`src/include/mipsCore_config.svh`:
```
`ifndef MIPSCORE_CONFIG_SVH
`define MIPSCORE_CONFIG_SVH

// datapath and address width
`define DATA_W 32
`define REG_CNT 32

// first fetch after reset
`define RESET_PC 32'h0000_0000

// operand sources for the execute stage
`define FWD_REG 2'd0
`define FWD_MEM 2'd1
`define FWD_WB 2'd2

`endif

```
`src/hdl/mipsCorePkg.sv`:
```
`default_nettype none
`include "mipsCore_config.svh"

package mipsCorePkg;

    // R-format view of an instruction word
    typedef struct packed {
        logic [5:0] opcode;
        logic [4:0] rs;
        logic [4:0] rt;
        logic [4:0] rd;
        logic [4:0] shamt;
        logic [5:0] funct;
    } instrT;

    typedef enum logic [3:0] {
        ALU_ADD = 4'd0, // zero so that a bubble adds
        ALU_SUB = 4'd1,
        ALU_AND = 4'd2,
        ALU_OR  = 4'd3,
        ALU_XOR = 4'd4,
        ALU_SLT = 4'd5,
        ALU_SLL = 4'd6,
        ALU_LUI = 4'd7
    } aluOpT;

    // all zero is a no-op
    typedef struct packed {
        logic  regWrite;
        logic  memRead;
        logic  memWrite;
        logic  aluSrcImm;
        logic  signExt;
        logic  regDstRd;
        logic  isBranch;
        logic  branchNe;
        logic  isJump;
        aluOpT aluOp;
    } ctrlT;

    typedef struct packed {
        logic [`DATA_W-1:0] pc;
        logic [`DATA_W-1:0] instr;
    } ifIdT;

    typedef struct packed {
        logic [`DATA_W-1:0] pc;
        ctrlT               ctrl;
        logic [4:0]         rs;
        logic [4:0]         rt;
        logic [4:0]         dst;
        logic [`DATA_W-1:0] opA; // regfile values, before forwarding
        logic [`DATA_W-1:0] opB;
        logic [`DATA_W-1:0] imm;
        logic [4:0]         shamt;
    } idExT;

    typedef struct packed {
        logic [`DATA_W-1:0] pc;
        ctrlT               ctrl;
        logic [4:0]         dst;
        logic [`DATA_W-1:0] aluRes;
        logic [`DATA_W-1:0] storeData;
    } exMemT;

    typedef struct packed {
        logic [`DATA_W-1:0] pc;
        logic               regWrite;
        logic [4:0]         dst;
        logic [`DATA_W-1:0] result;
    } memWbT;

    // debug writeback record
    typedef struct packed {
        logic [`DATA_W-1:0] pc;
        logic               wen;
        logic [4:0]         wnum;
        logic [`DATA_W-1:0] wdata;
    } retireT;

    typedef struct packed {
        logic [`DATA_W-1:0] addr;
        logic [`DATA_W-1:0] data;
    } storeT;

endpackage

`default_nettype wire

```
`src/hdl/instrDecoder.sv`:
```
`timescale 1ns/100ps
`default_nettype none
`include "mipsCore_config.svh"

module instrDecoder (
    input  wire logic [`DATA_W-1:0] instr_i,
    output mipsCorePkg::ctrlT       ctrl_o,
    output logic [4:0]              rs_o,
    output logic [4:0]              rt_o,
    output logic [4:0]              dst_o,
    output logic [`DATA_W-1:0]      imm_o
);
    import mipsCorePkg::*;

    instrT fields;
    ctrlT  ctrl;

    assign fields = instr_i;
    assign rs_o = fields.rs;
    assign rt_o = fields.rt;
    assign dst_o = ctrl.regDstRd ? fields.rd : fields.rt;
    assign imm_o = ctrl.signExt ? {{(`DATA_W-16){instr_i[15]}}, instr_i[15:0]}
                                : {{(`DATA_W-16){1'b0}}, instr_i[15:0]};

    always_comb begin
        ctrl = '0;
        case (fields.opcode)
            6'h00: begin
                ctrl.regWrite = 1'b1;
                ctrl.regDstRd = 1'b1;
                case (fields.funct)
                    6'h21: ctrl.aluOp = ALU_ADD; // addu
                    6'h23: ctrl.aluOp = ALU_SUB; // subu
                    6'h24: ctrl.aluOp = ALU_AND;
                    6'h25: ctrl.aluOp = ALU_OR;
                    6'h26: ctrl.aluOp = ALU_XOR;
                    6'h2a: ctrl.aluOp = ALU_SLT;
                    6'h00: ctrl.aluOp = ALU_SLL;
                    default: ctrl = '0;
                endcase
            end
            6'h09: begin // addiu
                ctrl.regWrite = 1'b1;
                ctrl.aluSrcImm = 1'b1;
                ctrl.signExt = 1'b1;
            end
            6'h0c, 6'h0d, 6'h0f: begin // andi, ori, lui take a zero-extended imm
                ctrl.regWrite = 1'b1;
                ctrl.aluSrcImm = 1'b1;
                ctrl.aluOp = (fields.opcode == 6'h0c) ? ALU_AND :
                             (fields.opcode == 6'h0d) ? ALU_OR : ALU_LUI;
            end
            6'h23, 6'h2b: begin // lw, sw
                ctrl.regWrite = (fields.opcode == 6'h23);
                ctrl.memRead = (fields.opcode == 6'h23);
                ctrl.memWrite = (fields.opcode == 6'h2b);
                ctrl.aluSrcImm = 1'b1;
                ctrl.signExt = 1'b1;
            end
            6'h04, 6'h05: begin // beq, bne compare in the alu
                ctrl.isBranch = 1'b1;
                ctrl.branchNe = fields.opcode[0];
                ctrl.signExt = 1'b1;
                ctrl.aluOp = ALU_SUB;
            end
            6'h02: ctrl.isJump = 1'b1;
            default: ctrl = '0;
        endcase
    end

    // writing r0 changes nothing, so it becomes a bubble
    assign ctrl_o = (ctrl.regWrite && dst_o == '0) ? '0 : ctrl;

endmodule

`default_nettype wire

```
`src/hdl/regFile.sv`:
```
`timescale 1ns/100ps
`default_nettype none
`include "mipsCore_config.svh"

module regFile (
    input  wire logic               clk,
    input  wire logic               rst_i,
    input  wire logic [4:0]         raddrA_i,
    input  wire logic [4:0]         raddrB_i,
    output logic [`DATA_W-1:0]      rdataA_o,
    output logic [`DATA_W-1:0]      rdataB_o,
    input  wire logic               we_i,
    input  wire logic [4:0]         waddr_i,
    input  wire logic [`DATA_W-1:0] wdata_i
);
    logic [`DATA_W-1:0] regs [`REG_CNT];
    logic               wrEn;

    assign wrEn = we_i && (waddr_i != '0); // r0 stays zero

    always_ff @(posedge clk) begin
        if (rst_i) begin
            regs <= '{default: '0};
        end else if (wrEn) begin
            regs[waddr_i] <= wdata_i;
        end
    end

    // writeback in the same cycle wins over the stored value
    assign rdataA_o = (wrEn && waddr_i == raddrA_i) ? wdata_i : regs[raddrA_i];
    assign rdataB_o = (wrEn && waddr_i == raddrB_i) ? wdata_i : regs[raddrB_i];

endmodule

`default_nettype wire

```
`src/hdl/alu.sv`:
```
`timescale 1ns/100ps
`default_nettype none
`include "mipsCore_config.svh"

module alu (
    input  wire logic                clk,
    input  wire logic                rst_i,
    input  wire mipsCorePkg::aluOpT  op_i,
    input  wire logic [`DATA_W-1:0]  a_i,
    input  wire logic [`DATA_W-1:0]  b_i,
    input  wire logic [4:0]          shamt_i,
    output logic [`DATA_W-1:0]       result_o,
    output logic                     equal_o
);
    import mipsCorePkg::*;

    always_comb begin
        case (op_i)
            ALU_ADD: result_o = a_i + b_i;
            ALU_SUB: result_o = a_i - b_i;
            ALU_AND: result_o = a_i & b_i;
            ALU_OR:  result_o = a_i | b_i;
            ALU_XOR: result_o = a_i ^ b_i;
            ALU_SLT: result_o = {{(`DATA_W-1){1'b0}}, $signed(a_i) < $signed(b_i)};
            ALU_SLL: result_o = b_i << shamt_i; // sll shifts rt
            ALU_LUI: result_o = {b_i[15:0], 16'b0};
            default: result_o = '0;
        endcase
    end

    assign equal_o = (a_i == b_i); // branch compare

    // stage registers are cleared by reset, so the opcode is always defined afterwards
    opKnown: assert property (@(posedge clk) disable iff (rst_i) !$isunknown(op_i))
        else $error("alu op is unknown");

endmodule

`default_nettype wire

```
`src/hdl/stageReg.sv`:
```
`timescale 1ns/100ps
`default_nettype none

module stageReg #(
    parameter type payloadT = logic [31:0]
) (
    input  wire logic    clk,
    input  wire logic    rst_i,
    input  wire logic    stall_i,
    input  wire logic    flush_i,
    input  wire payloadT d_i,
    output payloadT      q_o
);

    always_ff @(posedge clk) begin
        if (rst_i || flush_i) begin
            q_o <= '0; // bubble
        end else if (!stall_i) begin
            q_o <= d_i;
        end
    end

endmodule

`default_nettype wire

```
`src/hdl/hazardCtrl.sv`:
```
`timescale 1ns/100ps
`default_nettype none
`include "mipsCore_config.svh"

module hazardCtrl (
    input  wire logic               clk,
    input  wire logic               rst_i,
    input  wire logic [4:0]         decRs_i,
    input  wire logic [4:0]         decRt_i,
    input  wire logic               decJump_i,
    input  wire mipsCorePkg::idExT  exStage_i,
    input  wire logic               branchTaken_i,
    input  wire mipsCorePkg::exMemT memStage_i,
    input  wire mipsCorePkg::memWbT wbStage_i,
    input  wire logic               dStall_i,
    output logic                    stallF_o,
    output logic                    stallD_o,
    output logic                    stallE_o,
    output logic                    stallM_o,
    output logic                    stallW_o,
    output logic                    flushD_o,
    output logic                    flushE_o,
    output logic                    flushM_o,
    output logic [1:0]              fwdA_o,
    output logic [1:0]              fwdB_o
);
    import mipsCorePkg::*;

    logic loadUse;

    // newest producer first
    function automatic logic [1:0] fwdSel(
        input logic [4:0] src,
        input exMemT      m,
        input memWbT      w
    );
        if (m.ctrl.regWrite && m.dst != '0 && m.dst == src) begin
            return `FWD_MEM;
        end
        if (w.regWrite && w.dst != '0 && w.dst == src) begin
            return `FWD_WB;
        end
        return `FWD_REG;
    endfunction

    assign fwdA_o = fwdSel(exStage_i.rs, memStage_i, wbStage_i);
    assign fwdB_o = fwdSel(exStage_i.rt, memStage_i, wbStage_i);

    // conservative since rt counts even for instructions that ignore it
    assign loadUse = exStage_i.ctrl.memRead && exStage_i.dst != '0
                     && (exStage_i.dst == decRs_i || exStage_i.dst == decRt_i);

    always_comb begin
        stallF_o = 1'b0;
        stallD_o = 1'b0;
        stallE_o = 1'b0;
        stallM_o = 1'b0;
        stallW_o = 1'b0;
        flushD_o = 1'b0;
        flushE_o = 1'b0;
        flushM_o = 1'b0; // nothing is squashed past execute
        if (dStall_i) begin // freeze everything
            stallF_o = 1'b1;
            stallD_o = 1'b1;
            stallE_o = 1'b1;
            stallM_o = 1'b1;
            stallW_o = 1'b1;
        end else if (branchTaken_i) begin
            flushD_o = 1'b1; // kill wrong-path fetch and decode
            flushE_o = 1'b1;
        end else if (loadUse) begin
            stallF_o = 1'b1;
            stallD_o = 1'b1;
            flushE_o = 1'b1; // bubble behind the load
        end else if (decJump_i) begin
            flushD_o = 1'b1;
        end
    end

    loadUseOnce: assert property (@(posedge clk) disable iff (rst_i)
        (loadUse && !dStall_i) |=> !loadUse)
        else $error("load-use stall held longer than one cycle");

endmodule

`default_nettype wire

```
`src/hdl/datapath.sv`:
```
`timescale 1ns/100ps
`default_nettype none
`include "mipsCore_config.svh"

module datapath (
    input  wire logic               clk,
    input  wire logic               rst_i,
    // instruction port
    output logic [`DATA_W-1:0]      pcF_o,
    input  wire logic [`DATA_W-1:0] instrF_i,
    // data port
    output logic                    memEn_o,
    output logic                    memWe_o,
    output logic [`DATA_W-1:0]      memAddr_o,
    output logic [`DATA_W-1:0]      memWdata_o,
    input  wire logic [`DATA_W-1:0] memRdata_i,
    output mipsCorePkg::retireT     retire_o,
    // from hazardCtrl
    input  wire logic               stallF_i,
    input  wire logic               stallD_i,
    input  wire logic               stallE_i,
    input  wire logic               stallM_i,
    input  wire logic               stallW_i,
    input  wire logic               flushD_i,
    input  wire logic               flushE_i,
    input  wire logic               flushM_i,
    input  wire logic [1:0]         fwdA_i,
    input  wire logic [1:0]         fwdB_i,
    // to hazardCtrl
    output logic [4:0]              decRs_o,
    output logic [4:0]              decRt_o,
    output logic                    decJump_o,
    output mipsCorePkg::idExT       exStage_o,
    output logic                    branchTaken_o,
    output mipsCorePkg::exMemT      memStage_o,
    output mipsCorePkg::memWbT      wbStage_o
);
    import mipsCorePkg::*;

    ifIdT               ifIdD;
    ifIdT               ifIdQ;
    idExT               idExD;
    idExT               exQ;
    exMemT              exMemD;
    exMemT              memQ;
    memWbT              memWbD;
    memWbT              wbQ;
    ctrlT               ctrlD;
    logic [4:0]         rsD;
    logic [4:0]         rtD;
    logic [4:0]         dstD;
    logic [`DATA_W-1:0] immD;
    logic [`DATA_W-1:0] rdataA;
    logic [`DATA_W-1:0] rdataB;
    logic [`DATA_W-1:0] pcNext;
    logic [`DATA_W-1:0] pcPlus4D;
    logic [`DATA_W-1:0] jumpTarget;
    logic [`DATA_W-1:0] branchTarget;
    logic [`DATA_W-1:0] srcA;
    logic [`DATA_W-1:0] srcB;
    logic [`DATA_W-1:0] aluResult;
    logic               aluEqual;
    logic               branchTaken;
    logic [`DATA_W-1:0] resultM;

    // fetch where the branch redirect beats the jump
    assign pcNext = branchTaken ? branchTarget :
                    ctrlD.isJump ? jumpTarget : pcF_o + 4;

    always_ff @(posedge clk) begin
        if (rst_i) begin
            pcF_o <= `RESET_PC;
        end else if (!stallF_i) begin
            pcF_o <= pcNext;
        end
    end

    assign ifIdD = '{pc: pcF_o, instr: instrF_i};
    stageReg #(.payloadT(ifIdT)) ifIdReg (
        .clk(clk), .rst_i(rst_i), .stall_i(stallD_i), .flush_i(flushD_i),
        .d_i(ifIdD), .q_o(ifIdQ)
    );

    // decode
    instrDecoder decoder (
        .instr_i(ifIdQ.instr), .ctrl_o(ctrlD), .rs_o(rsD), .rt_o(rtD),
        .dst_o(dstD), .imm_o(immD)
    );

    regFile rf (
        .clk(clk), .rst_i(rst_i),
        .raddrA_i(rsD), .raddrB_i(rtD), .rdataA_o(rdataA), .rdataB_o(rdataB),
        .we_i(wbQ.regWrite && !stallW_i), .waddr_i(wbQ.dst), .wdata_i(wbQ.result)
    );

    assign pcPlus4D = ifIdQ.pc + 4;
    assign jumpTarget = {pcPlus4D[`DATA_W-1 -: 4], ifIdQ.instr[25:0], 2'b00};

    assign idExD = '{pc: ifIdQ.pc, ctrl: ctrlD, rs: rsD, rt: rtD, dst: dstD,
                     opA: rdataA, opB: rdataB, imm: immD, shamt: ifIdQ.instr[10:6]};
    stageReg #(.payloadT(idExT)) idExReg (
        .clk(clk), .rst_i(rst_i), .stall_i(stallE_i), .flush_i(flushE_i),
        .d_i(idExD), .q_o(exQ)
    );

    // execute with operands forwarded from memory and writeback
    assign srcA = (fwdA_i == `FWD_REG) ? exQ.opA :
                  (fwdA_i == `FWD_MEM) ? resultM : wbQ.result;
    assign srcB = (fwdB_i == `FWD_REG) ? exQ.opB :
                  (fwdB_i == `FWD_MEM) ? resultM : wbQ.result;

    alu alu0 (
        .clk(clk), .rst_i(rst_i), .op_i(exQ.ctrl.aluOp),
        .a_i(srcA), .b_i(exQ.ctrl.aluSrcImm ? exQ.imm : srcB), .shamt_i(exQ.shamt),
        .result_o(aluResult), .equal_o(aluEqual)
    );

    assign branchTaken = exQ.ctrl.isBranch && (aluEqual ^ exQ.ctrl.branchNe);
    assign branchTarget = exQ.pc + 4 + {exQ.imm[`DATA_W-3:0], 2'b00};

    assign exMemD = '{pc: exQ.pc, ctrl: exQ.ctrl, dst: exQ.dst,
                      aluRes: aluResult, storeData: srcB};
    stageReg #(.payloadT(exMemT)) exMemReg (
        .clk(clk), .rst_i(rst_i), .stall_i(stallM_i), .flush_i(flushM_i),
        .d_i(exMemD), .q_o(memQ)
    );

    // memory request held by stallM while dStall is high
    assign memEn_o = memQ.ctrl.memRead || memQ.ctrl.memWrite;
    assign memWe_o = memQ.ctrl.memWrite;
    assign memAddr_o = memQ.aluRes;
    assign memWdata_o = memQ.storeData;
    assign resultM = memQ.ctrl.memRead ? memRdata_i : memQ.aluRes;

    assign memWbD = '{pc: memQ.pc, regWrite: memQ.ctrl.regWrite, dst: memQ.dst,
                      result: resultM};
    stageReg #(.payloadT(memWbT)) memWbReg (
        .clk(clk), .rst_i(rst_i), .stall_i(stallW_i), .flush_i(1'b0),
        .d_i(memWbD), .q_o(wbQ)
    );

    // writeback retires once on the cycle it leaves the pipe
    assign retire_o = '{pc: wbQ.pc, wen: wbQ.regWrite && wbQ.dst != '0 && !stallW_i,
                        wnum: wbQ.dst, wdata: wbQ.result};

    assign decRs_o = rsD;
    assign decRt_o = rtD;
    assign decJump_o = ctrlD.isJump;
    assign exStage_o = exQ;
    assign branchTaken_o = branchTaken;
    assign memStage_o = memQ;
    assign wbStage_o = wbQ;

    memHeld: assert property (@(posedge clk) disable iff (rst_i)
        (memEn_o && stallM_i) |=> (memEn_o && $stable({memWe_o, memAddr_o, memWdata_o})))
        else $error("memory request changed while stalled");

endmodule

`default_nettype wire

```
`src/hdl/mipsCore.sv`:
```
`timescale 1ns/100ps
`default_nettype none
`include "mipsCore_config.svh"

module mipsCore (
    input  wire logic               clk,
    input  wire logic               rst_i,
    output logic [`DATA_W-1:0]      pcF_o,
    input  wire logic [`DATA_W-1:0] instrF_i,
    output logic                    memEn_o,
    output logic                    memWe_o,
    output logic [`DATA_W-1:0]      memAddr_o,
    output logic [`DATA_W-1:0]      memWdata_o,
    input  wire logic [`DATA_W-1:0] memRdata_i,
    input  wire logic               dStall_i,
    output mipsCorePkg::retireT     retire_o
);
    import mipsCorePkg::*;

    logic       stallF;
    logic       stallD;
    logic       stallE;
    logic       stallM;
    logic       stallW;
    logic       flushD;
    logic       flushE;
    logic       flushM;
    logic [1:0] fwdA;
    logic [1:0] fwdB;
    logic [4:0] decRs;
    logic [4:0] decRt;
    logic       decJump;
    idExT       exStage;
    logic       branchTaken;
    exMemT      memStage;
    memWbT      wbStage;

    datapath datapath_inst (
        .clk(clk), .rst_i(rst_i),
        .pcF_o(pcF_o), .instrF_i(instrF_i),
        .memEn_o(memEn_o), .memWe_o(memWe_o), .memAddr_o(memAddr_o),
        .memWdata_o(memWdata_o), .memRdata_i(memRdata_i), .retire_o(retire_o),
        .stallF_i(stallF), .stallD_i(stallD), .stallE_i(stallE),
        .stallM_i(stallM), .stallW_i(stallW),
        .flushD_i(flushD), .flushE_i(flushE), .flushM_i(flushM),
        .fwdA_i(fwdA), .fwdB_i(fwdB),
        .decRs_o(decRs), .decRt_o(decRt), .decJump_o(decJump),
        .exStage_o(exStage), .branchTaken_o(branchTaken),
        .memStage_o(memStage), .wbStage_o(wbStage)
    );

    hazardCtrl hazardCtrl_inst (
        .clk(clk), .rst_i(rst_i),
        .decRs_i(decRs), .decRt_i(decRt), .decJump_i(decJump),
        .exStage_i(exStage), .branchTaken_i(branchTaken),
        .memStage_i(memStage), .wbStage_i(wbStage), .dStall_i(dStall_i),
        .stallF_o(stallF), .stallD_o(stallD), .stallE_o(stallE),
        .stallM_o(stallM), .stallW_o(stallW),
        .flushD_o(flushD), .flushE_o(flushE), .flushM_o(flushM),
        .fwdA_o(fwdA), .fwdB_o(fwdB)
    );

endmodule

`default_nettype wire

```
`config.mk`:
```
export PLATFORM = sky130hd
export DESIGN_NAME = mipsCore
export DESIGN_NICKNAME = d
export VERILOG_FILES = /design/src/hdl/mipsCorePkg.sv /design/src/hdl/instrDecoder.sv /design/src/hdl/regFile.sv /design/src/hdl/alu.sv /design/src/hdl/stageReg.sv /design/src/hdl/hazardCtrl.sv /design/src/hdl/datapath.sv /design/src/hdl/mipsCore.sv
export VERILOG_INCLUDE_DIRS = /design/src /design/src/include
export SDC_FILE = /design/constraint.sdc
export NUM_CORES = 2
export LEC_CHECK = 0
export BUFFER_PORTS_ARGS = -buffer_cell sky130_fd_sc_hd__buf_2
export CORE_MARGIN = 4
export CORE_UTILIZATION = 30
export DETAILED_ROUTE_END_ITERATION = 8
export GPL_ROUTABILITY_DRIVEN = 1
export PLACE_DENSITY = 0.57
export SETUP_SLACK_MARGIN = 0.2
export SYNTH_ARGS = -nofsm -noshare
export SYNTH_HDL_FRONTEND = slang
export SYNTH_SLANG_ARGS = --single-unit
export TNS_END_PERCENT = 30
```
`constraint.sdc`:
```
create_clock -name clk -period 5.2 [get_ports clk]
set_input_delay 1.04 -clock clk [delete_from_list [all_inputs] [get_ports clk]]
set_output_delay 1.04 -clock clk [all_outputs]
set_load 0.005 [all_outputs]
```
==> summary.md <==
| Metric | Value |
|---|---|
| CP Class | flop to flop |
| Clk buf depth | 3 |
| # port buffers | 234 |
| Gr usage total | 0.231 |
| Vias in the first global route | 69909 |
| H-Tree Depth | 4 |
| Initial antenna violation count | 13 |
| Slew Viols, Final | 0 |
| CTS Root Cell | clkbuf_16 |
| DR vias | 72903 |
| CP required | 5.90 ns |
| Mapped Nets | 9381 |
| TNS Setup | 0 ns |
| Async SR Flop Fraction | 0 |
| Most frequent cells in the layout | nand2_1, dfxtp_1, a21oi_1 |
| Initial Util | 0.302 |
| Seq/Total Area, Yosys | 0.361 |
| Register bit total from synthesis | 1431 |
| Routed WL | 329000 um |
| Gpl congestion | 1.07 |
| Syn-to-layout area delta | 18.1% |
| Pint | 18700 uW |
| Net Sw Power | 6430 uW |
| Clk slew on worst S/H paths | 0.06 ns |
| Post-synthesis average cell area | 8.68 um^2 |
| Area of the multi-input gates | 0.0470 mm^2 |
| Final Skew | 0.0616 ns |
| Mapped cell area | 0.0793 mm^2 |
| Die width | 522 um |
| DRT iter0 DRCs | 8756 |
| Rows | 188 |
| Clk Latency, worst-skew pair | 0.82 ns |
| Crit. End Element | flop |
| Initial DRT Pass Iterations | 6 |
| DRC viols | 0 |
| Sw frac | 0.256 |
| Die height | 522 um |
| CTS Sinks | 1431 |
| Synth Warn # | 0 |
| Syn Inst Count | 9144 |
| Outcome | complete, no violations |
| Via/cell ratio | 5.66 |
| Crit Path Max Fanout | 33 |
| Post-layout util | 0.357 |
| Clk network pwr share | 0.478 |
| Critical path arrival | 5.85 ns |
| First-pass GRT wire length | 475000 um |
| Finished Layout Cells | 12887 |
| CTS tree | done |
| Die area | 0.273 mm^2 |
| Most used flip-flop cell after synthesis | dfxtp_1 |
| HPWL reported at the end of detailed placement | 219000 um |
| Largest net degree at the start of global routing | 212 |
| Logic pwr share | 0.075 |
| Post-synth EDFFs | 0 |
| Sequential cell area | 0.0287 mm^2 |
| Final ANT Viol Nets | 0 |
| Dpl cells | 12535 |
| Count of different cell masters after synthesis | 78 |
| DR WL/cell | 25.5 um |
| RSZ-0062 raised after global routing | yes |
| Total grt overflow | 0 |
| Final period utilization | 0.990 |
| Most common cell after layout, fill and taps aside | nand2_1 |
| CP Launch Type | flop |
| Worst slew margin | 0.187 |
| Final min period | 5.15 ns |
| Number of max-cap violations | 0 |
| Core ar. | 0.263 mm^2 |
| Final setup violation count | 0 |
| WHS | 0.458 ns |
| Layout cells sized above 1 | 0.224 |
| P_leak | 0.0329 uW |
| Maximum clock frequency | 194 MHz |
| CTS buffer count | 159 |
| Slew @ Worst Pin | 1.22 ns |
| Top Ports | 235 |
| # fillers | 26507 |
| Register share of total power | 0.447 |
| Pwr/cell area | 269 mW/mm^2 |
| Final hold viol count | 0 |
| Nets | 9478 |
| Hold Crit Class | flop to flop |
| Worst IR drop on VDD | 0.333 mV |
[critical path, stage by stage (launching register included)]
cell and delay, ns:
dfxtp_2 0.34, or4_4 0.51, o211ai_1 0.24, buf_4 0.24
or2_4 0.19, buf_12 0.12, a31oi_4 0.09, mux2i_2 0.22
inv_2 0.09, ha_4 0.22, or4_4 0.53, or3_4 0.37
nor3_4 0.18, nand4_1 0.13, buf_6 0.17, xor2_4 0.17
buf_6 0.13, nand2b_4 0.14, buf_6 0.13, a21oi_4 0.14
buf_12 0.17, a21o_2 0.23, buf_12 0.22, a21oi_1 0.07
[state kept, by name, summed over array words and instances (netlist names)]
name,count
datapath_inst.pcF_o,32
datapath_inst.exMemReg.q_o,104
datapath_inst.idExReg.q_o,137
datapath_inst.memWbReg.q_o,70
datapath_inst.ifIdReg.q_o,64
datapath_inst.rf.regs,1024
[stage by stage]
stage | power, uW | setup WS, ns | instance area [um^2]
floorplan | 12500 | 0.163 | 79400
global placement | 13200 | -0.509 | 86400
detailed placement | 13200 | -0.524 | 86400
CTS | 25300 | 0.0444 | 92900
global route | 25900 | -0.0424 | 93700
finish | 25200 | 0.0507 | 93700
[kinds of logic after synthesis]
logic type	Yosys count	share of synthesized area
buf+inv	1136	0.0605
simple gates	3342	0.168
xor+xnor	128	0.0141
compound gates	1966	0.141
flops	1431	0.361
mux	970	0.228
fa+ha+maj	171	0.0272
[power groups by stage]
stage	registers, uW	logic [uW]	clock network [uW]
after floorplan	11300	1180	0
after global placement	11500	1750	0
after detailed placement	11500	1750	0
after CTS	11200	1820	12200
after global routing	11200	1980	12600
final	11200	1890	12000
[cell type report]
cell class | count | share of cell area
clock inverters | 54 | 0.00888
clock buffers | 235 | 0.0508
repair buffers | 936 | 0.0803
diodes | 3 | 0.0000801
inverters | 136 | 0.00546
flip-flops and latches | 1431 | 0.306
well taps | 3515 | 0.0469
multi-input cells | 6577 | 0.501
[synthesized netlist by cell type, drive strengths merged, types with 132 or more instances]
cell    number  area (um^2)
mux2i      274         2740
o21ai      132          661
dfxtp     1431        28600
mux4       667        15000
nor2       548         2060
clkbuf     751         2820
inv        133          499
a21oi     1344         6730
buf        249         1470
ha         167         2090
a211oi     137         1030
nand2     2406         9030
[path summary, 6_finish.rpt]
check	slack (ns)	cells past startpoint	to	from
setup / recovery	0.05	23	datapath_inst.ifIdReg.q_o[38]$_SDFFE_PP0P_	datapath_inst.exMemReg.q_o[64]$_SDFFE_PP0N_
hold / removal	0.46	2	datapath_inst.exMemReg.q_o[10]$_SDFFE_PP0N_	datapath_inst.exMemReg.q_o[10]$_SDFFE_PP0N_
setup reg to reg	0.05	23	datapath_inst.ifIdReg.q_o[38]$_SDFFE_PP0P_	datapath_inst.exMemReg.q_o[64]$_SDFFE_PP0N_
hold reg to reg	0.46	2	datapath_inst.exMemReg.q_o[10]$_SDFFE_PP0N_	datapath_inst.exMemReg.q_o[10]$_SDFFE_PP0N_
[what timing repair did]
action                                  in CTS  in global routing
hold buffers                                 0                  0
pin swaps                                   19                 40
cloned                                       8                  5
endpoints found under the setup margin     249                255
buffers inserted                            28                 19
gates resized for setup                     86                116
[routing by layer]
metal	up-vias	wire (um)	global-route usage
met5	-	23	0
met4	4	17800	0.112
met3	895	35000	0.0509
met2	4168	145000	0.354
met1	35708	131000	0.308
li1	32128	-	-
(Power assumes the default switching activity.)
